<file path="src/include/alpha_isa_defs.svh">
// alpha instruction field positions and decode constants, included by the decode rtl
`ifndef ALPHA_ISA_DEFS_SVH
`define ALPHA_ISA_DEFS_SVH

////////////////////////////////////////////////////////////
// instruction word fields
////////////////////////////////////////////////////////////

`define ISA_OPCODE    31:26  // primary opcode
`define ISA_RA        25:21  // ra, dest of loads / jumps
`define ISA_RB        20:16  // rb, base or second operand
`define ISA_LIT       12     // operate literal flag
`define ISA_FUNC      11:5   // operate function code
`define ISA_RC        4:0    // rc, operate dest
`define ISA_PAL_FUNC  25:0   // call_pal function field

////////////////////////////////////////////////////////////
// constants
////////////////////////////////////////////////////////////

// r31 reads as zero, so it doubles as "no register"
`define ZERO_REG      5'd31

`define HALT_PAL_CODE 26'h0000555  // call_pal halt

`define NUM_LANES     2  // decode width

`endif
</file>
<file path="src/hw/alpha_decode_pkg.sv">
// opcode, function code, alu and operand select enums for the decode stage; import in body
`default_nettype none

package alpha_decode_pkg;

  // primary opcodes, inst[31:26]
  typedef enum logic [5:0] {
    // pal, memory and integer operate groups
    OP_PAL  = 6'h00, OP_LDA  = 6'h08, OP_LDQ  = 6'h29, OP_STQ  = 6'h2d,
    OP_INTA = 6'h10, OP_INTL = 6'h11, OP_INTS = 6'h12, OP_INTM = 6'h13,
    // fp operate and misc groups, all unimplemented
    OP_ITFP = 6'h14, OP_FLTV = 6'h15, OP_FLTI = 6'h16, OP_FLTL = 6'h17,
    OP_MISC = 6'h18, OP_JSR  = 6'h1a, OP_FTPI = 6'h1c,
    // unconditional branches
    OP_BR   = 6'h30, OP_BSR  = 6'h34,
    // fp conditional branches
    OP_FBEQ = 6'h31, OP_FBLT = 6'h32, OP_FBLE = 6'h33,
    OP_FBNE = 6'h35, OP_FBGE = 6'h36, OP_FBGT = 6'h37,
    // integer conditional branches
    OP_BLBC = 6'h38, OP_BEQ  = 6'h39, OP_BLT  = 6'h3a, OP_BLE  = 6'h3b,
    OP_BLBS = 6'h3c, OP_BNE  = 6'h3d, OP_BGE  = 6'h3e, OP_BGT  = 6'h3f
  } opcode_e;

  // operate function codes, inst[11:5]
  // codes repeat across groups, the enum holds each value once
  typedef enum logic [6:0] {
    FN_ADDQ   = 7'h20,  // inta
    FN_SUBQ   = 7'h29,
    FN_CMPEQ  = 7'h2d,
    FN_CMPULT = 7'h1d,
    FN_CMPULE = 7'h3d,
    FN_CMPLT  = 7'h4d,
    FN_CMPLE  = 7'h6d,
    FN_AND    = 7'h00,  // intl
    FN_BIC    = 7'h08,
    FN_ORNOT  = 7'h28,
    FN_XOR    = 7'h40,
    FN_EQV    = 7'h48,
    FN_SRL    = 7'h34,  // ints
    FN_SLL    = 7'h39,
    FN_SRA    = 7'h3c
  } func_e;

  localparam func_e FN_BIS  = FN_ADDQ;  // intl 0x20
  localparam func_e FN_MULQ = FN_ADDQ;  // intm 0x20

  // alu operation, addq at zero so a noop adds
  typedef enum logic [4:0] {
    ALU_ADDQ,
    ALU_SUBQ,
    ALU_CMPEQ,
    ALU_CMPULT,
    ALU_CMPULE,
    ALU_CMPLT,
    ALU_CMPLE,
    ALU_AND,
    ALU_BIC,
    ALU_BIS,
    ALU_ORNOT,
    ALU_XOR,
    ALU_EQV,
    ALU_SRL,
    ALU_SLL,
    ALU_SRA,
    ALU_MULQ
  } alu_func_e;

  // alu operand a source
  typedef enum logic [1:0] {
    OPA_REGA,      // register ra
    OPA_MEM_DISP,  // sign extended memory displacement
    OPA_NPC,       // next pc, for branch targets
    OPA_NOT3       // ~64'h3, jump word align mask
  } opa_sel_e;

  // alu operand b source
  typedef enum logic [1:0] {
    OPB_REGB,     // register rb
    OPB_ALU_IMM,  // 8 bit operate literal
    OPB_BR_DISP   // branch displacement
  } opb_sel_e;

endpackage

`default_nettype wire

</file>
<file path="src/hw/dual_decode_stage.sv">
// two wide decode stage top, two lane decoders feeding the pair combiner
`timescale 1ns/1ps
`default_nettype none

module dual_decode_stage (
  input  logic                       clock,
  input  logic                       rst_n,
  input  logic [31:0]                inst_1,
  input  logic                       valid_1,
  input  logic [31:0]                inst_2,
  input  logic                       valid_2,
  // dispatch slot 1
  output alpha_decode_pkg::opa_sel_e  id_opa_select_1,
  output alpha_decode_pkg::opb_sel_e  id_opb_select_1,
  output alpha_decode_pkg::alu_func_e id_alu_func_1,
  output logic [4:0]                 id_dest_idx_1, id_src_a_idx_1, id_src_b_idx_1,
  output logic                       id_rd_mem_1, id_wr_mem_1,
  output logic                       id_cond_branch_1, id_uncond_branch_1,
  output logic                       id_halt_1, id_illegal_1, id_valid_1,
  // dispatch slot 2
  output alpha_decode_pkg::opa_sel_e  id_opa_select_2,
  output alpha_decode_pkg::opb_sel_e  id_opb_select_2,
  output alpha_decode_pkg::alu_func_e id_alu_func_2,
  output logic [4:0]                 id_dest_idx_2, id_src_a_idx_2, id_src_b_idx_2,
  output logic                       id_rd_mem_2, id_wr_mem_2,
  output logic                       id_cond_branch_2, id_uncond_branch_2,
  output logic                       id_halt_2, id_illegal_2, id_valid_2,
  output logic                       dep_a_2,
  output logic                       dep_b_2,
  output logic                       halted
);

  import alpha_decode_pkg::*;

  // lane 1 decode
  opa_sel_e   opa_select_1;
  opb_sel_e   opb_select_1;
  alu_func_e  alu_func_1;
  logic [4:0] dest_idx_1, src_a_idx_1, src_b_idx_1;
  logic       rd_mem_1, wr_mem_1, cond_branch_1, uncond_branch_1;
  logic       halt_1, illegal_1;
  logic       lane_valid_1;  // valid_1 is taken by the fetch input

  // lane 2 decode
  opa_sel_e   opa_select_2;
  opb_sel_e   opb_select_2;
  alu_func_e  alu_func_2;
  logic [4:0] dest_idx_2, src_a_idx_2, src_b_idx_2;
  logic       rd_mem_2, wr_mem_2, cond_branch_2, uncond_branch_2;
  logic       halt_2, illegal_2;
  logic       lane_valid_2;

  inst_decoder decoder_1 (
    .inst        (inst_1),
    .valid_in    (valid_1),
    .opa_select  (opa_select_1),
    .opb_select  (opb_select_1),
    .alu_func    (alu_func_1),
    .dest_idx    (dest_idx_1),
    .src_a_idx   (src_a_idx_1),
    .src_b_idx   (src_b_idx_1),
    .rd_mem      (rd_mem_1),
    .wr_mem      (wr_mem_1),
    .cond_branch (cond_branch_1),
    .uncond_branch(uncond_branch_1),
    .halt        (halt_1),
    .illegal     (illegal_1),
    .valid       (lane_valid_1)
  );

  inst_decoder decoder_2 (
    .inst        (inst_2),
    .valid_in    (valid_2),
    .opa_select  (opa_select_2),
    .opb_select  (opb_select_2),
    .alu_func    (alu_func_2),
    .dest_idx    (dest_idx_2),
    .src_a_idx   (src_a_idx_2),
    .src_b_idx   (src_b_idx_2),
    .rd_mem      (rd_mem_2),
    .wr_mem      (wr_mem_2),
    .cond_branch (cond_branch_2),
    .uncond_branch(uncond_branch_2),
    .halt        (halt_2),
    .illegal     (illegal_2),
    .valid       (lane_valid_2)
  );

  // remaining ports match by name
  pair_issue issue0 (
    .valid_1(lane_valid_1),
    .valid_2(lane_valid_2),
    .*
  );

endmodule

`default_nettype wire

</file>
<file path="src/hw/inst_decoder.sv">
// combinational decoder for one instruction word, one instance per decode lane
`timescale 1ns/1ps
`default_nettype none

`include "alpha_isa_defs.svh"

module inst_decoder (
  input  logic [31:0]                inst,
  input  logic                       valid_in,  // low gives noop defaults
  output alpha_decode_pkg::opa_sel_e  opa_select,
  output alpha_decode_pkg::opb_sel_e  opb_select,
  output alpha_decode_pkg::alu_func_e alu_func,
  output logic [4:0]                 dest_idx,   // ZERO_REG when nothing written
  output logic [4:0]                 src_a_idx,  // ZERO_REG when ra not read
  output logic [4:0]                 src_b_idx,  // ZERO_REG when rb not read
  output logic                       rd_mem,
  output logic                       wr_mem,
  output logic                       cond_branch,
  output logic                       uncond_branch,
  output logic                       halt,
  output logic                       illegal,
  output logic                       valid  // counts toward retired insts
);

  import alpha_decode_pkg::*;

  // which field feeds the writeback index
  typedef enum logic [1:0] {
    DEST_NONE,
    DEST_RA,
    DEST_RC
  } dest_sel_e;

  opcode_e   opcode;
  func_e     func;
  dest_sel_e dest_sel;
  logic      use_ra;  // ra is read as a source
  logic      use_rb;  // rb is read as a source

  assign opcode = opcode_e'(inst[`ISA_OPCODE]);
  assign func   = func_e'(inst[`ISA_FUNC]);

  ////////////////////////////////////////////////////////////
  // control pla
  ////////////////////////////////////////////////////////////

  always_comb
  begin
    // noop defaults, each group overrides what it needs
    opa_select    = OPA_REGA;
    opb_select    = OPB_REGB;
    alu_func      = ALU_ADDQ;
    dest_sel      = DEST_NONE;
    use_ra        = 1'b0;
    use_rb        = 1'b0;
    rd_mem        = 1'b0;
    wr_mem        = 1'b0;
    cond_branch   = 1'b0;
    uncond_branch = 1'b0;
    halt          = 1'b0;
    illegal       = 1'b0;
    if (valid_in)
    begin
      case (opcode)
        OP_PAL:
          if (inst[`ISA_PAL_FUNC] == `HALT_PAL_CODE)
            halt = 1'b1;
          else
            illegal = 1'b1;  // only halt supported
        OP_INTA, OP_INTL, OP_INTS, OP_INTM:
        begin
          opa_select = OPA_REGA;
          opb_select = inst[`ISA_LIT] ? OPB_ALU_IMM : OPB_REGB;
          dest_sel   = DEST_RC;
          use_ra     = 1'b1;
          use_rb     = !inst[`ISA_LIT];  // literal replaces rb
          case (opcode)
            OP_INTA:
              case (func)
                FN_ADDQ:   alu_func = ALU_ADDQ;
                FN_SUBQ:   alu_func = ALU_SUBQ;
                FN_CMPEQ:  alu_func = ALU_CMPEQ;
                FN_CMPULT: alu_func = ALU_CMPULT;
                FN_CMPULE: alu_func = ALU_CMPULE;
                FN_CMPLT:  alu_func = ALU_CMPLT;
                FN_CMPLE:  alu_func = ALU_CMPLE;
                default:   illegal  = 1'b1;
              endcase
            OP_INTL:
              case (func)
                FN_AND:   alu_func = ALU_AND;
                FN_BIC:   alu_func = ALU_BIC;
                FN_BIS:   alu_func = ALU_BIS;
                FN_ORNOT: alu_func = ALU_ORNOT;
                FN_XOR:   alu_func = ALU_XOR;
                FN_EQV:   alu_func = ALU_EQV;
                default:  illegal  = 1'b1;
              endcase
            OP_INTS:
              case (func)
                FN_SRL:  alu_func = ALU_SRL;
                FN_SLL:  alu_func = ALU_SLL;
                FN_SRA:  alu_func = ALU_SRA;
                default: illegal  = 1'b1;
              endcase
            default:  // intm, mulq only
              if (func == FN_MULQ)
                alu_func = ALU_MULQ;
              else
                illegal = 1'b1;
          endcase
        end
        OP_JSR:
        begin
          // jmp, jsr, ret and jsr_co behave the same
          opa_select    = OPA_NOT3;
          opb_select    = OPB_REGB;
          alu_func      = ALU_AND;  // rb & ~3 word aligns the target
          dest_sel      = DEST_RA;  // return address
          use_rb        = 1'b1;
          uncond_branch = 1'b1;
        end
        OP_LDA, OP_LDQ, OP_STQ:
        begin
          // effective address is rb + disp
          opa_select = OPA_MEM_DISP;
          opb_select = OPB_REGB;
          alu_func   = ALU_ADDQ;
          use_rb     = 1'b1;  // lda reads its base too
          rd_mem     = (opcode == OP_LDQ);
          wr_mem     = (opcode == OP_STQ);
          use_ra     = (opcode == OP_STQ);  // store data
          dest_sel   = (opcode == OP_STQ) ? DEST_NONE : DEST_RA;
        end
        OP_BR, OP_BSR,
        OP_BLBC, OP_BEQ, OP_BLT, OP_BLE, OP_BLBS, OP_BNE, OP_BGE, OP_BGT:
        begin
          opa_select = OPA_NPC;  // target = npc + disp
          opb_select = OPB_BR_DISP;
          alu_func   = ALU_ADDQ;
          if (opcode == OP_BR || opcode == OP_BSR)
          begin
            dest_sel      = DEST_RA;  // link register
            uncond_branch = 1'b1;
          end
          else
          begin
            use_ra      = 1'b1;  // tested register
            cond_branch = 1'b1;
          end
        end
        OP_FBEQ, OP_FBLT, OP_FBLE, OP_FBNE, OP_FBGE, OP_FBGT:
          illegal = 1'b1;  // no fp branches
        OP_ITFP, OP_FLTV, OP_FLTI, OP_FLTL, OP_MISC, OP_FTPI:
          illegal = 1'b1;  // unimplemented groups
        default:
          illegal = 1'b1;  // lda variants, other loads and stores
      endcase
    end
  end

  ////////////////////////////////////////////////////////////
  // register index muxes
  ////////////////////////////////////////////////////////////

  always_comb
  begin
    case (dest_sel)
      DEST_RA: dest_idx = inst[`ISA_RA];
      DEST_RC: dest_idx = inst[`ISA_RC];
      default: dest_idx = `ZERO_REG;
    endcase
  end

  assign src_a_idx = use_ra ? inst[`ISA_RA] : `ZERO_REG;
  assign src_b_idx = use_rb ? inst[`ISA_RB] : `ZERO_REG;

  assign valid = valid_in & ~illegal;  // halt stays valid

endmodule

`default_nettype wire

</file>
<file path="src/hw/pair_issue.sv">
// combines both decode lanes into the registered dispatch pair, with group cut and halt
`timescale 1ns/1ps
`default_nettype none

`include "alpha_isa_defs.svh"

module pair_issue (
  input  logic                       clock,
  input  logic                       rst_n,
  // lane 1 from decoder_1
  input  alpha_decode_pkg::opa_sel_e  opa_select_1,
  input  alpha_decode_pkg::opb_sel_e  opb_select_1,
  input  alpha_decode_pkg::alu_func_e alu_func_1,
  input  logic [4:0]                 dest_idx_1, src_a_idx_1, src_b_idx_1,
  input  logic                       rd_mem_1, wr_mem_1, cond_branch_1, uncond_branch_1,
  input  logic                       halt_1, illegal_1, valid_1,
  // lane 2 from decoder_2
  input  alpha_decode_pkg::opa_sel_e  opa_select_2,
  input  alpha_decode_pkg::opb_sel_e  opb_select_2,
  input  alpha_decode_pkg::alu_func_e alu_func_2,
  input  logic [4:0]                 dest_idx_2, src_a_idx_2, src_b_idx_2,
  input  logic                       rd_mem_2, wr_mem_2, cond_branch_2, uncond_branch_2,
  input  logic                       halt_2, illegal_2, valid_2,
  // dispatch slot 1
  output alpha_decode_pkg::opa_sel_e  id_opa_select_1,
  output alpha_decode_pkg::opb_sel_e  id_opb_select_1,
  output alpha_decode_pkg::alu_func_e id_alu_func_1,
  output logic [4:0]                 id_dest_idx_1, id_src_a_idx_1, id_src_b_idx_1,
  output logic                       id_rd_mem_1, id_wr_mem_1,
  output logic                       id_cond_branch_1, id_uncond_branch_1,
  output logic                       id_halt_1, id_illegal_1, id_valid_1,
  // dispatch slot 2
  output alpha_decode_pkg::opa_sel_e  id_opa_select_2,
  output alpha_decode_pkg::opb_sel_e  id_opb_select_2,
  output alpha_decode_pkg::alu_func_e id_alu_func_2,
  output logic [4:0]                 id_dest_idx_2, id_src_a_idx_2, id_src_b_idx_2,
  output logic                       id_rd_mem_2, id_wr_mem_2,
  output logic                       id_cond_branch_2, id_uncond_branch_2,
  output logic                       id_halt_2, id_illegal_2, id_valid_2,
  output logic                       dep_a_2,  // slot 2 ra reads slot 1 dest
  output logic                       dep_b_2,  // slot 2 rb reads slot 1 dest
  output logic                       halted    // sticky until reset
);

  import alpha_decode_pkg::*;

  logic                  cut_2;       // slot 1 ends the fetch group
  logic                  keep_2;
  logic [`NUM_LANES-1:0] halt_seen;  // halt leaving this cycle, per slot
  logic                  silence;    // masks everything from here on

  // redirect, halt or trap in slot 1 drops slot 2
  assign cut_2  = (valid_1 & (cond_branch_1 | uncond_branch_1)) | halt_1 | illegal_1;
  assign keep_2 = ~cut_2;

  assign halt_seen = {id_halt_2, id_halt_1};
  assign silence   = halted | (|halt_seen);

  ////////////////////////////////////////////////////////////
  // payload fields
  ////////////////////////////////////////////////////////////

  always_ff @(posedge clock)
  begin
    id_opa_select_1 <= opa_select_1;
    id_opb_select_1 <= opb_select_1;
    id_alu_func_1   <= alu_func_1;
    id_dest_idx_1   <= dest_idx_1;
    id_src_a_idx_1  <= src_a_idx_1;
    id_src_b_idx_1  <= src_b_idx_1;
    id_opa_select_2 <= opa_select_2;  // kept even when cut
    id_opb_select_2 <= opb_select_2;
    id_alu_func_2   <= alu_func_2;
    id_dest_idx_2   <= dest_idx_2;
    id_src_a_idx_2  <= src_a_idx_2;
    id_src_b_idx_2  <= src_b_idx_2;
  end

  ////////////////////////////////////////////////////////////
  // control flags
  ////////////////////////////////////////////////////////////

  always_ff @(posedge clock)
  begin
    if (!rst_n)
    begin
      id_rd_mem_1        <= 1'b0;
      id_wr_mem_1        <= 1'b0;
      id_cond_branch_1   <= 1'b0;
      id_uncond_branch_1 <= 1'b0;
      id_halt_1          <= 1'b0;
      id_illegal_1       <= 1'b0;
      id_valid_1         <= 1'b0;
      id_rd_mem_2        <= 1'b0;
      id_wr_mem_2        <= 1'b0;
      id_cond_branch_2   <= 1'b0;
      id_uncond_branch_2 <= 1'b0;
      id_halt_2          <= 1'b0;
      id_illegal_2       <= 1'b0;
      id_valid_2         <= 1'b0;
      dep_a_2            <= 1'b0;
      dep_b_2            <= 1'b0;
      halted             <= 1'b0;
    end
    else
    begin
      id_rd_mem_1        <= rd_mem_1 & ~silence;
      id_wr_mem_1        <= wr_mem_1 & ~silence;
      id_cond_branch_1   <= cond_branch_1;
      id_uncond_branch_1 <= uncond_branch_1;
      id_halt_1          <= halt_1 & ~silence;
      id_illegal_1       <= illegal_1;
      id_valid_1         <= valid_1 & ~silence;
      // slot 2 flags only survive if the group continues
      id_rd_mem_2        <= rd_mem_2 & keep_2 & ~silence;
      id_wr_mem_2        <= wr_mem_2 & keep_2 & ~silence;
      id_cond_branch_2   <= cond_branch_2 & keep_2;
      id_uncond_branch_2 <= uncond_branch_2 & keep_2;
      id_halt_2          <= halt_2 & keep_2 & ~silence;
      id_illegal_2       <= illegal_2 & keep_2;
      id_valid_2         <= valid_2 & keep_2 & ~silence;
      // r31 writes nothing, so it never creates a dependency
      dep_a_2 <= (src_a_idx_2 == dest_idx_1) && (dest_idx_1 != `ZERO_REG);
      dep_b_2 <= (src_b_idx_2 == dest_idx_1) && (dest_idx_1 != `ZERO_REG);
      halted  <= halted | (|halt_seen);  // one cycle after halt leaves
    end
  end

endmodule

`default_nettype wire

</file>
<file path="config.mk">
export PLATFORM = sky130hd
export DESIGN_NAME = dual_decode_stage
export DESIGN_NICKNAME = d
export VERILOG_FILES = /design/src/hw/alpha_decode_pkg.sv /design/src/hw/dual_decode_stage.sv /design/src/hw/inst_decoder.sv /design/src/hw/pair_issue.sv
export VERILOG_INCLUDE_DIRS = /design/src /design/src/include
export SDC_FILE = /design/constraint.sdc
export NUM_CORES = 1
export LEC_CHECK = 0
export CAP_MARGIN = 0
export CORE_UTILIZATION = 50
export DETAILED_ROUTE_END_ITERATION = 6
export DONT_BUFFER_PORTS = 1
export GPL_ROUTABILITY_DRIVEN = 0
export PLACE_DENSITY = 0.62
export SLEW_MARGIN = 15
export SYNTH_ARGS = -nofsm -noshare
export SYNTH_HDL_FRONTEND = slang
export SYNTH_SLANG_ARGS = --single-unit
</file>
<file path="constraint.sdc">
create_clock -name clock -period 9 [get_ports clock]
set_clock_uncertainty 0.05 [all_clocks]
set_input_delay 0.9 -clock clock [delete_from_list [all_inputs] [get_ports clock]]
set_output_delay 0.9 -clock clock [all_outputs]
set_load 0.02 [all_outputs]
</file>
Yosys cells after proc, flatten, opt, wreduce, memory -nomap -nowiden
Index checks and enable logic that the tools add are counted.
{"block": "totals", "reg_bits": 65, "input_bits": 68, "out_inout_bits": 65, "wordCells": 235}
{"block": "classes", "n_eq_ne": 73, "mux": 80, "bitwise_logic": 26, "reduce_logical": 27}
{"operator": "6-bit == test (second input constant)", "n": 24}
{"operator": "7-bit by 6-bit == test with 1-bit output (second input constant)", "n": 16}
{"operator": "6-bit by 5-bit == test with 1-bit output (second input constant)", "n": 10}
{"operator": "7-bit == test (second input constant)", "n": 8}
{"operator": "26-bit by 11-bit == test with 1-bit output (second input constant)", "n": 2}
{"operator": "4-bit case mux with 6 select lines", "n": 2}
{"operator": "1-bit two-way mux", "n": 46}
{"operator": "5-bit case mux with 2 select lines", "n": 4}
{"operator": "3-bit case mux with 6 select lines", "n": 2}
{"operator": "5-bit case mux with 3 select lines", "n": 2}
{"operator": "14-bit OR reduction", "n": 2}
{"operator": "4-bit case mux with 3 select lines", "n": 2}
{"operator": "5-bit two-way mux", "n": 4}
{"operator": "10-bit OR reduction", "n": 2}
{"operator": "1-bit AND", "n": 18}
{"operator": "1-bit case mux with 3 select lines", "n": 6}
{"operator": "2-bit case mux with 4 select lines", "n": 2}
{"operator": "4-bit OR reduction", "n": 4}
{"operator": "7-bit by 4-bit == test with 1-bit output (second input constant)", "n": 2}
{"operator": "7-bit by 5-bit == test with 1-bit output (second input constant)", "n": 2}
{"operator": "7-bit zero test", "n": 2}
{"operator": "7-bit OR reduction", "n": 2}
{"operator": "6-bit by 4-bit == test with 1-bit output (second input constant)", "n": 2}
{"operator": "6-bit zero test", "n": 2}
{"operator": "other kinds (16)", "n": 38}

Longest topological paths before layout
Gate-level depths: netlist of run 1.
{"block": "depth", "depth_word": 14, "ltp_mapped": 15, "depth_no_buf": 14}

Hierarchy
A second synthesis of run 1 with hierarchy kept.
{"block": "hier_totals", "hier_cells": 396, "area_unflattened_um2": 3480.8}
{"mod": "pair_issue", "n_inst": 1, "cells_each": 109, "area_per_inst_um2": 1589.0, "seq_area_each_um2": 1301.2}
{"mod": "inst_decoder at decoder_1", "n_inst": 1, "cells_each": 151, "area_per_inst_um2": 989.7, "seq_area_each_um2": 0.0}
{"mod": "inst_decoder at decoder_2", "n_inst": 1, "cells_each": 136, "area_per_inst_um2": 902.1, "seq_area_each_um2": 0.0}

Worst setup path before layout of run 1
Ideal clock, no wire load.
{"block": "synth_path", "path_kind": "input to register", "from": "input inst_1[27]", "to": "register issue0.dep_a_2", "setup_time_ps": 92, "arrival_ps": 3469, "required_time_ps": 8858, "setup_slack_ps": 5389, "path_stages": 12, "cell_sequence": "buf_6 -> clkbuf_1 -> nand2b_1 -> nor3_1 -> o21a_1 -> ha_1 -> a221o_1 -> clkbuf_1 -> or2_1 -> a2111oi_0 -> a311oi_1 -> nor4_1"}
{"block": "synth_between", "elab_chain_cells": 9, "word_cells_on_any_way": 32, "classes_between": "22 x eq/ne; 5 x mux; 5 x reduce/logical"}
{"item": "start, declared", "line_no": "dual_decode_stage.sv:8", "rtl": "input logic [31:0] inst_1,"}
{"item": "parallel branches: the longest is 3 deep, another holds 10-bit OR reduction"}
{"item": "2-bit case mux with 4 select lines (*)", "line_no": "inst_decoder.sv:64", "rtl": "case (opcode)"}
{"item": "2-bit two-way mux (*)", "line_no": "inst_decoder.sv:62", "rtl": "if (valid_in)"}
{"item": "2-bit == test or 2-bit by 1-bit == test with 1-bit output (tied branches)", "line_no": "inst_decoder.sv:168", "rtl": "case (dest_sel)"}
{"item": "5-bit case mux with 2 select lines (*)", "line_no": "inst_decoder.sv:168"}
{"item": "named net decoder_1.dest_idx[4]", "line_no": "inst_decoder.sv:13", "rtl": "output logic [4:0] dest_idx,"}
{"item": "5-bit == test or 5-bit != test (tied branches)"}
{"item": "1-bit logical AND (*)", "line_no": "pair_issue.sv:123", "rtl": "dep_a_2 <= (src_a_idx_2 == dest_idx_1) && (dest_idx_1 != `ZERO_REG);"}
{"item": "end signal, assigned", "line_no": "pair_issue.sv:123"}
{"item": "end, declared", "line_no": "pair_issue.sv:40", "rtl": "output logic dep_a_2,"}
Mark *: on every way through the listed nets, which the timed path passes.
A chain may end at the register's enable or synchronous reset.

Final worst setup path of run 1
{"block": "layout_path", "from": "input inst_1[31]", "to": "register issue0.dep_a_2"}
{"block": "layout_between", "elab_chain_cells": 9, "word_cells_on_any_way": 32, "classes_between": "22 x eq/ne; 5 x mux; 5 x reduce/logical"}
{"item": "parallel branches: the longest is 3 deep, another holds 10-bit OR reduction"}
{"item": "2-bit case mux with 4 select lines (*)", "line_no": "inst_decoder.sv:64"}
{"item": "2-bit two-way mux (*)", "line_no": "inst_decoder.sv:62"}
{"item": "2-bit == test or 2-bit by 1-bit == test with 1-bit output (tied branches)", "line_no": "inst_decoder.sv:168"}
{"item": "5-bit case mux with 2 select lines (*)", "line_no": "inst_decoder.sv:168"}
{"item": "5-bit == test or 5-bit != test (tied branches)"}
{"item": "1-bit logical AND (*)", "line_no": "pair_issue.sv:123"}
Mark *: on every way between the ends.

==> results of run 1 <==
==> worst register-to-register path, cell delays in order, from the launching register on <==
cell,delay [ns]
dfxtp_1,0.39
nor3_1,0.52
nand4_1,0.19
nor4_1,0.25
==> flip-flops by register name, indices dropped and copies added (netlist names), 2 cells and up <==
| name | flops |
|---|---|
| issue0.id_opb_select_2 | 2 |
| issue0.id_src_a_idx_1 | 5 |
| issue0.id_alu_func_1 | 5 |
| issue0.id_dest_idx_1 | 5 |
| issue0.id_alu_func_2 | 5 |
| issue0.id_src_b_idx_1 | 5 |
| issue0.id_dest_idx_2 | 5 |
| issue0.id_opa_select_1 | 2 |
| issue0.id_opb_select_1 | 2 |
| issue0.id_src_a_idx_2 | 5 |
| issue0.id_opa_select_2 | 2 |
| issue0.id_src_b_idx_2 | 5 |
==> cell usage in the layout (no fill, tap or decap), types with 3 or more instances in the layout <==
| cell | synthesis | layout |
|---|---|---|
| inv_1 | 12 | 12 |
| a2111oi_0 | 3 | 3 |
| nand4_1 | 5 | 5 |
| nor3_1 | 14 | 14 |
| a221o_1 | 8 | 8 |
| dfxtp_1 | 65 | 65 |
| a221oi_1 | 5 | 5 |
| nor4_1 | 13 | 13 |
| xor2_1 | 6 | 6 |
| nor2b_1 | 10 | 10 |
| or2_2 | 15 | 15 |
| nand3_1 | 11 | 11 |
| and3_1 | 7 | 7 |
| nand2b_1 | 13 | 13 |
| o21a_1 | 6 | 6 |
| ha_1 | 4 | 4 |
| nor3b_1 | 6 | 6 |
| and2_1 | 8 | 8 |
| or3_1 | 3 | 3 |
| nand4b_1 | 3 | 3 |
| nand3b_1 | 6 | 6 |
| a31oi_1 | 9 | 9 |
| o31ai_1 | 3 | 3 |
| clkbuf_8 | 0 | 10 |
| a21oi_1 | 18 | 18 |
| o21ai_0 | 11 | 11 |
| xnor2_1 | 5 | 5 |
| nor2_1 | 29 | 29 |
| nor4_2 | 4 | 4 |
| nand2_1 | 40 | 40 |
==> worst min path at each step <==
stage,end,slack (ns),depth (start not counted)
6_report,issue0.id_alu_func_2[4],0.58,1
5_1_grt,issue0.id_uncond_branch_1,0.56,1
2_1_floorplan,issue0.halted,0.63,2
4_1_cts,issue0.id_uncond_branch_1,0.57,1
3_3_place_gp,issue0.halted,0.72,2
3_5_place_dp,issue0.halted,0.71,2
==> power by group through the flow <==
stage / clock network [mW] / registers [mW] / logic [mW]
5_1_grt: 0.302 / 0.306 / 0.0558
2_1_floorplan: 0 / 0.312 / 0.0563
6_report: 0.282 / 0.306 / 0.0500
3_5_place_dp: 0 / 0.313 / 0.0494
4_1_cts: 0.286 / 0.306 / 0.0497
3_3_place_gp: 0 / 0.313 / 0.0488
==> cells by family (layout without fill, tap and decap cells) <==
family,count (synthesis),count (layout)
mux,3,3
xor+xnor,11,11
simple gates,205,205
flops,65,65
fa+ha+maj,4,4
compound gates,88,88
buf+inv,42,29
==> stage by stage <==
| step | util (%) | hold slack [ns] | std cells | power (mW) |
|---|---|---|---|---|
| floorplan | - | 0.632 | 418 | 0.368 |
| global placement | 51.3 | 0.719 | 485 | 0.361 |
| detailed placement | 51.3 | 0.712 | 485 | 0.362 |
| CTS | 54.7 | 0.568 | 501 | 0.641 |
| global route | 54.7 | 0.561 | 501 | 0.664 |
| finish | 54.7 | 0.576 | 501 | 0.638 |
==> final cells by class <==
cell class | count | share of cell area, %
inverters | 13 | 1.31
clock inverters | 6 | 2.43
clock buffers | 10 | 3.71
multi-input cells | 311 | 54.3
well taps | 96 | 3.23
flip-flops and latches | 65 | 35.0
==> metal layers <==
| layer | routed length [um] | vias up | part of all wire (%) | global-route usage, % |
|---|---|---|---|---|
| met5 | 0 | - | 0 | 0 |
| met4 | 129 | 0 | 1.4 | 8.33 |
| met3 | 920 | 14 | 10 | 9.24 |
| met2 | 4070 | 161 | 44 | 37.2 |
| met1 | 4110 | 1455 | 44 | 33.7 |
| li1 | - | 1497 | - | - |
==> metrics.csv, run 1 <==
stage,metric,value,unit
status,status,completed,
floorplan,core area,6790,sq um
floorplan,IO Count,133,
synth,largest family of logic cells by synthesized area,simple AND/OR/NAND/NOR gates,
clocking,CTS Buffer Depth,2,
sta,Final Max Slew Viols,0,
floorplan,Die X-Extent,85.7,um
sta,setup TNS,0,ns
synth,cell count after synthesis,418,
synth,Synth Warn #,0,
detailed_routing,drt pass-1 iters,6,
pwr,Seq pwr share,47.9,%
synth,"EDFF count, synth",0,
pwr,clock share of power,44.2,%
synth,"Primary FF master, synth",dfxtp_1,
setup_path,CP peak stage delay,0.52,ns
clocking,clk slew on worst S/H paths,0.08,ns
job,maxcap violations,0,
synth,post-synthesis async set-or-reset flop share,0,%
synth,syn_nets,490,
global_route,first-pass GRT wire length,14.4,mm
setup_path,"CP delay by family, top",simple AND/OR/NAND/NOR gates,
finish,final net count,472,
detailed_routing,DRT iter0 DRCs,208,
synth,Yosys top cell by area,dfxtp_1,
synth,share of the synthesized area in the top cell type,37.1,%
synth,simple-gate portion of the synthesized area,34.1,%
pwr,Sw Pwr,0.154,mW
floorplan,Die Y,85.7,um
global_route,initial antenna violation count,0,
floorplan,Core Rows,30,
pwr,Pleak,1.28,nW
detailed_routing,drt via density,6.24,
setup_path,Worst EP arrival,3.55,ns
sta,unrepaired setup endpoints after global routing,false,
setup_path,CP startpoint,inst_1[31],
synth,leading cell types by count after synthesis,"dfxtp_1 (65), nand2_1 (40), nor2_1 (29)",
synth,"flops & latches, synth",65,
pwr,worst vdd ir,0.0948,mV
clocking,Root Driver,clkbuf_8,
detailed_routing,vias,3127,
finish,layout cell share with drive strength beyond 1,11.4,%
pwr,Sw Share,24.2,%
detailed_routing,count of antenna-violating nets left after detailed routing,0,
clocking,Post-CTS Repair Setup Buffers,0,
sta,Worst-Margin Slew,0.762,ns
detailed_routing,wire per inst,18.4,um
place,Placed Area,3490,sq um
worst_hold_path,hold crit path type,input pin to flip-flop,
finish,Register Area,1300,sq um
pwr,internal cell power,0.484,mW
place,port buffer count,0,
setup_path,Critical Path Sink Type,flip-flop,
setup_path,R2R depth,3,
clocking,CTS tree,built,
setup_path,Crit-path slowest cell,nor3_1,
clocking,htree depth,3,
pwr,power density cells,172,nW/um^2
sta,PnR worst setup slack,5.64,ns
synth,"top cells by area, synth","dfxtp_1 (37%), nand2_1 (4.3%), nor2_1 (3.1%), or2_2 (2.7%), a21oi_1 (2.6%)",
sta,fraction of the cycle the final worst path needs,37.3,%
setup_path,Bufs and invs on worst path,0,
worst_hold_path,HP Start,inst_2[8],
synth,"Avg Cell Area, Syn",8.39,sq um
synth,"count leader, synth",dfxtp_1,
place,dpl hpwl,6.88,mm
pwr,logic gate share of total power,7.8,%
clocking,PostCTS Resize Cnt,0,
setup_path,WP depth,9,
clocking,# hold bufs at CTS,0,
global_route,gr usage total,25.1,%
synth,xor/xnor share of the synthesized area,2.75,%
global_route,largest net degree at the start of global routing,18,
synth,adder-cell share of the synthesized area,1.43,%
place,pre-CTS WS,5.39,ns
setup_path,startpoint types,input pin,
finish,Multi-input gate area,2020,sq um
synth,Netlist Area Pre-Place,3510,sq um
setup_path,Worst EP required,9.19,ns
setup_path,"setup slack, reg-to-reg",7.49,ns
global_route,Overflow after GRT,0,
setup_path,Worst R2R End,issue0.id_wr_mem_1,
setup_path,crit path cell chain,"nand2b_1, nor3_1, o21ai_0, ha_1, a221o_1, or2_1, a2111oi_0, a311oi_1, nor4_1",
finish,"Design Area, Final",3710,sq um
synth,post-synthesis cell type count,66,
setup_path,Worst Setup Path Type,input pin to flip-flop,
clocking,CTS sink cnt,65,
clocking,number of buffers created by CTS,9,
synth,register area share after synthesis,37.1,%
floorplan,Die Area,7350,sq um
sta,Max Freq,0.298,GHz
synth,fraction of synthesized area in multiplexers,0.892,%
synth,complex-gate fraction of the synthesized area,18.3,%
sta,Final min period,3.36,ns
finish,Area growth syn-to-layout,5.92,%
sta,Setup Viol. Count Final,0,
sta,Max-slew headroom,48.8,%
finish,fill count,649,
clocking,Worst-Skew Late Latency,0.34,ns
setup_path,CP endpoint,issue0.dep_a_2,
detailed_routing,routed wire length,9.23,mm
setup_path,reg2reg start,issue0.id_halt_1,
finish,# diodes,0,
detailed_routing,DRC errors left,0,
sta,Final Hold Fails,0,
floorplan,starting density of the core,51.6,%
global_route,number of global-route vias before repair,2790,
setup_path,crit path max fanout,13,
(Power assumes the default switching activity.)
==> run 2, diff against run 1 <==
ABC_AREA = 1   (was not set)
PLACE_DENSITY = 0.65   (was 0.62)
clock period = 3 ns   (was 9 ns; I/O delays follow)
==> metrics.csv, run 2 <==
stage,metric,value,unit
status,status,completed,
synth,post-synthesis async set-or-reset flop share,0,%
synth,share of the synthesized area in the top cell type,37.1,%
sta,fraction of the cycle the final worst path needs,70.9,%
sta,unrepaired setup endpoints after global routing,false,
synth,complex-gate fraction of the synthesized area,9.38,%
setup_path,CP startpoint,inst_1[27],
synth,"Avg Cell Area, Syn",6.62,sq um
pwr,Pleak,1.73,nW
job,maxcap violations,0,
clocking,PostCTS Resize Cnt,0,
clocking,Root Driver,clkbuf_8,
synth,"Primary FF master, synth",dfxtp_1,
sta,Final Max Slew Viols,0,
pwr,Seq pwr share,51.9,%
floorplan,core area,6790,sq um
synth,xor/xnor share of the synthesized area,0,%
setup_path,R2R depth,3,
setup_path,CP peak stage delay,0.27,ns
setup_path,Bufs and invs on worst path,3,
floorplan,Die Area,7360,sq um
clocking,Worst-Skew Late Latency,0.35,ns
detailed_routing,vias,3516,
setup_path,Critical Path Sink Type,flip-flop,
sta,PnR worst setup slack,0.873,ns
finish,"most common cell after layout, fill and taps aside",nand2_1,
floorplan,Die Y,85.8,um
setup_path,Worst R2R End,issue0.id_valid_2,
global_route,first-pass GRT wire length,15.7,mm
synth,register area share after synthesis,37.1,%
synth,fraction of synthesized area in multiplexers,0,%
synth,leading cell types by count after synthesis,"nand2_1 (116), inv_1 (85), nor2_1 (75)",
finish,fill count,681,
pwr,logic gate share of total power,10.1,%
pwr,Sw Share,28.7,%
detailed_routing,DRC errors left,0,
detailed_routing,routed wire length,9.96,mm
sta,setup TNS,0,ns
setup_path,Crit-path slowest cell,ha_1,
setup_path,crit path max fanout,6,
synth,adder-cell share of the synthesized area,1.43,%
global_route,Overflow after GRT,0,
global_route,initial antenna violation count,0,
global_route,gr usage total,27.5,%
detailed_routing,drt pass-1 iters,4,
sta,Final Hold Fails,0,
detailed_routing,drt via density,5.48,
synth,post-synthesis cell type count,35,
floorplan,IO Count,133,
synth,"top cells by area, synth","dfxtp_1 (37%), nand2_1 (12%), inv_1 (9.1%), nor2_1 (8.0%), nand3_1 (7.0%)",
floorplan,Core Rows,30,
place,port buffer count,0,
detailed_routing,count of antenna-violating nets left after detailed routing,0,
finish,final net count,613,
finish,fin cells,642,
worst_hold_path,HP Start,valid_2,
synth,syn_nets,602,
worst_hold_path,hold crit path type,input pin to flip-flop,
setup_path,crit path cell chain,"inv_2, nor2_1, nand3_1, nand2_1, inv_1, a31oi_1, ha_1, inv_1, nand3_1, nand2_1, nor3_1, a21oi_1, nand2_1, nor2_1, nand2_1, nor2_1",
clocking,number of buffers created by CTS,9,
finish,"Design Area, Final",3820,sq um
finish,layout cell share with drive strength beyond 1,9.71,%
pwr,clock share of power,38.0,%
finish,Multi-input gate area,1850,sq um
setup_path,reg2reg start,issue0.id_halt_1,
worst_hold_path,Worst Hold Depth,2,
detailed_routing,wire per inst,15.5,um
clocking,CTS Buffer Depth,2,
setup_path,Worst EP arrival,2.36,ns
clocking,CTS tree,built,
sta,Worst-Margin Slew,0.986,ns
finish,# diodes,0,
sta,Max Freq,0.470,GHz
pwr,power density cells,463,nW/um^2
setup_path,Worst EP required,3.23,ns
setup_path,Worst Setup Path Type,input pin to flip-flop,
setup_path,startpoint types,input pin,
floorplan,Die X-Extent,85.8,um
setup_path,most frequent CP cell,nand2_1,
clocking,CTS sink cnt,65,
finish,post-layout util,56.2,%
synth,simple-gate portion of the synthesized area,41.9,%
sta,Final min period,2.13,ns
synth,"EDFF count, synth",0,
worst_hold_path,Hold EP,issue0.id_alu_func_2[0],
synth,"count leader, synth",nand2_1,
synth,largest family of logic cells by synthesized area,simple AND/OR/NAND/NOR gates,
place,Placed Area,3620,sq um
synth,Yosys top cell by area,dfxtp_1,
place,dpl hpwl,8.05,mm
place,pre-CTS WS,0.531,ns
finish,Register Area,1300,sq um
finish,most frequent cells in the layout,"nand2_1 (116), inv_1 (85), nor2_1 (75), dfxtp_1 (65), nand3_1 (49)",
synth,"flops & latches, synth",65,
synth,Netlist Area Pre-Place,3510,sq um
synth,Synth Warn #,0,
detailed_routing,DRT iter0 DRCs,161,
clocking,htree depth,3,
clocking,clk slew on worst S/H paths,0.07,ns
synth,cell count after synthesis,530,
setup_path,"CP delay by family, top",simple AND/OR/NAND/NOR gates,
setup_path,"setup slack, reg-to-reg",1.26,ns
pwr,worst vdd ir,0.212,mV
global_route,number of global-route vias before repair,3434,
sta,Max-slew headroom,33.6,%
pwr,Sw Pwr,0.509,mW
place,Placed Cells,624,
sta,Setup Viol. Count Final,0,
finish,Area growth syn-to-layout,8.88,%
floorplan,starting density of the core,51.7,%
global_route,largest net degree at the start of global routing,13,
pwr,internal cell power,1.26,mW
==> run 2: changes by cell type after synthesis, sizes merged, moves of 7 or more <==
cell    previous run  this run
or2               17         0
nor3b              8         0
nand4              5        23
buf               15         1
and2               9         0
nor2              29        86
inv               13        92
and3               7         0
nand2b            13         0
nand2             40       123
nor2b             10         0
clkbuf            14         1
nand3             11        54
==> run 2: worst max path at each step <==
stage | endpoint | cells after the start
finish | issue0.dep_b_2 | 16
global route | issue0.dep_a_2 | 16
CTS | issue0.dep_a_2 | 16
detailed placement | issue0.dep_b_2 | 16
global placement | issue0.dep_a_2 | 16
floorplan | issue0.dep_a_2 | 16
==> run 2: power by group through the flow <==
| stage | registers (mW) | logic [mW] | clock network (mW) |
|---|---|---|---|
| 2_1_floorplan | 0.936 | 0.141 | 0 |
| 3_3_place_gp | 0.939 | 0.171 | 0 |
| 6_report | 0.919 | 0.179 | 0.673 |
| 4_1_cts | 0.919 | 0.177 | 0.691 |
| 3_5_place_dp | 0.939 | 0.174 | 0 |
| 5_1_grt | 0.920 | 0.203 | 0.734 |
==> run 2: kinds of logic (layout without fill, tap and decap cells) <==
| kind of cell | count (synthesis) | count (layout) |
|---|---|---|
| simple gates | 316 | 316 |
| compound gates | 50 | 50 |
| fa+ha+maj | 4 | 4 |
| flops | 65 | 65 |
| buf+inv | 95 | 111 |
==> run 2: per-stage QoR <==
stage / hold WS [ns] / power [mW]
6_report: 0.0155 / 1.77
5_1_grt: 0.0138 / 1.86
4_1_cts: 0.00305 / 1.79
3_5_place_dp: 0.353 / 1.11
3_3_place_gp: 0.350 / 1.11
2_1_floorplan: 0.355 / 1.08
==> run 2: cell type report <==
| type | instances | share of cell area, % |
|---|---|---|
| timing repair buffer | 2 | 0.524 |
| inverter | 93 | 9.14 |
| multi-input combinational | 370 | 48.4 |
| sequential | 65 | 34.1 |
| tap | 96 | 3.14 |
| clock buffer | 10 | 3.60 |
| clock inverter | 6 | 1.11 |
==> run 2: what timing repair did <==
action | in CTS | in global routing
setup buffers | 0 | 0
hold endpoints to repair | 3 | 0
hold buffers | 2 | 0
==> run 2: metal layers <==
layer | up-vias | global-route usage (%) | routed length, um
li1 | 1762 | - | -
met1 | 1564 | 28.6 | 3830
met2 | 163 | 49.9 | 4990
met3 | 27 | 9.14 | 804
met4 | 0 | 12.6 | 326
met5 | - | 0 | 0
==> run 3, diff against run 2 <==
PLACE_DENSITY = 0.62   (was 0.65)
clock period = 2.1 ns   (was 3 ns; I/O delays follow)
==> metrics.csv, run 3 (synthesis results as in run 2) <==
stage,metric,value,unit
sta,setup TNS,0,ns
finish,Register Area,1300,sq um
worst_hold_path,Worst Hold Depth,2,
setup_path,startpoint types,input pin,
setup_path,R2R depth,3,
pwr,power density cells,643,nW/um^2
global_route,most used routing layer,met2,
global_route,initial antenna violation count,0,
finish,post-layout util,66.2,%
floorplan,Core Rows,30,
detailed_routing,drt pass-1 iters,5,
sta,fraction of the cycle the final worst path needs,93.0,%
clocking,Worst-Skew Late Latency,0.35,ns
clocking,CTS sink cnt,65,
finish,layout cell share with drive strength beyond 1,14.4,%
pwr,Seq pwr share,45.3,%
detailed_routing,count of antenna-violating nets left after detailed routing,0,
pwr,Sw Share,27.8,%
setup_path,Worst EP arrival,2.20,ns
sta,unrepaired setup endpoints after global routing,true,
place,Placed Area,3790,sq um
detailed_routing,wire per inst,15.3,um
worst_hold_path,hold crit path type,input pin to flip-flop,
setup_path,crit path max fanout,5,
finish,# diodes,0,
clocking,clk slew on worst S/H paths,0.08,ns
detailed_routing,DRC errors left,0,
finish,Multi-input gate area,1900,sq um
place,dpl hpwl,8.09,mm
finish,final net count,677,
sta,Final Max Slew Viols,0,
floorplan,Die Y,85.8,um
finish,"most common cell after layout, fill and taps aside",nand2_1,
setup_path,Worst Setup Path Type,input pin to flip-flop,
pwr,worst vdd ir,0.376,mV
global_route,first-pass GRT wire length,17.2,mm
sta,Max-slew headroom,63.2,%
status,status,completed,
detailed_routing,routed wire length,10.8,mm
clocking,CTS tree,built,
sta,Setup Viol. Count Final,0,
detailed_routing,vias,3809,
global_route,gr usage total,30.1,%
floorplan,Die Area,7360,sq um
setup_path,Worst EP required,2.35,ns
detailed_routing,DRT iter0 DRCs,199,
global_route,largest net degree at the start of global routing,14,
finish,most frequent cells in the layout,"nand2_1 (115), inv_1 (82), nor2_1 (75), dfxtp_1 (65), nand3_1 (45)",
finish,"Design Area, Final",4500,sq um
pwr,Pleak,2.01,nW
sta,Worst-Margin Slew,0.547,ns
global_route,number of global-route vias before repair,3781,
global_route,met2 Use GR,53.7,%
sta,Final Hold Fails,0,
finish,fill count,649,
pwr,logic gate share of total power,11.9,%
clocking,htree depth,3,
pwr,internal cell power,2.09,mW
job,maxcap violations,0,
clocking,Root Driver,clkbuf_8,
clocking,number of buffers created by CTS,9,
global_route,met3 GRT Util,8.08,%
setup_path,Critical Path Sink Type,flip-flop,
place,port buffer count,0,
global_route,grt met1 use,32.0,%
pwr,clock share of power,42.7,%
pwr,Sw Pwr,0.805,mW
sta,Max Freq,0.512,GHz
clocking,CTS Buffer Depth,2,
global_route,Overflow after GRT,0,
pwr,Pwr Total,2.89,mW
floorplan,IO Count,133,
floorplan,core area,6790,sq um
floorplan,starting density of the core,51.7,%
detailed_routing,drt via density,5.40,
sta,Final min period,1.95,ns
finish,Area growth syn-to-layout,28.2,%
floorplan,Die X-Extent,85.8,um
[run 3: cell types whose count changed in the layout (fill, tap and decap cells not counted), sizes merged]
cell	delta
buf	+23
inv	+1
clkbuf	-1
dlygate4sd3	+41
clkinvlp	-2
bufinv	+2
[run 3: final timing paths]
check,startpoint,end,slack (ns)
worst min-delay path,valid_1,issue0.id_illegal_1,0.008
worst max register to register,issue0.id_halt_1,issue0.id_halt_1,0.69
worst max-delay path,inst_1[28],issue0.dep_a_2,0.15
worst min register to register,issue0.halted,issue0.halted,0.69
[run 3: power by group through the flow]
stage               clock, mW  combinational, mW  sequential (mW)
floorplan                   0              0.202             1.34
CTS                      1.26              0.336             1.31
global placement            0              0.267             1.34
detailed placement          0              0.271             1.34
finish                   1.24              0.346             1.31
global route             1.31              0.385             1.31
[run 3: routing by layer]
| metal | wire [um] | vias up | part of all wire, % |
|---|---|---|---|
| met2 | 5380 | 170 | 50 |
| met5 | 0 | - | 0 |
| met3 | 716 | 55 | 6.6 |
| li1 | - | 1887 | - |
| met1 | 4190 | 1697 | 39 |
| met4 | 532 | 0 | 4.9 |
[run 3: repair_timing]
action,in CTS,in global routing
hold buffers,43,0
gates resized for setup,0,13
hold endpoints to repair,40,0
buffers inserted,0,0
setup endpoints to repair,0,5
[run 3: metrics by stage]
step | setup WS [ns] | hold slack, ns | std cells
after global routing | -0.0000171 | 0.00416 | 706
final | 0.147 | 0.00843 | 706
after detailed placement | -0.0531 | 0.256 | 647
after floorplan | 0.0647 | 0.265 | 530
after CTS | 0.0809 | 0.00626 | 706
after global placement | 0.0265 | 0.254 | 647
[run 3: cell type report]
type,count,area share (%)
clock buffers,9,2.75
repair buffers,66,13.4
multi-input cells,370,42.2
clock inverters,7,2.28
well taps,96,2.67
inverters,93,7.76
flip-flops and latches,65,28.9
[run 3: worst max-delay path, cell delays in order]
cell and delay (ns):
dlygate4sd3_1 0.55, inv_2 0.07, nand2_2 0.07, a31oi_4 0.17
ha_1 0.26, inv_2 0.12, nand3_2 0.10, inv_1 0.08
nor3_1 0.05, a21oi_1 0.20, nand2_1 0.08, nor2_1 0.10
nand2_1 0.07, nor2_2 0.07
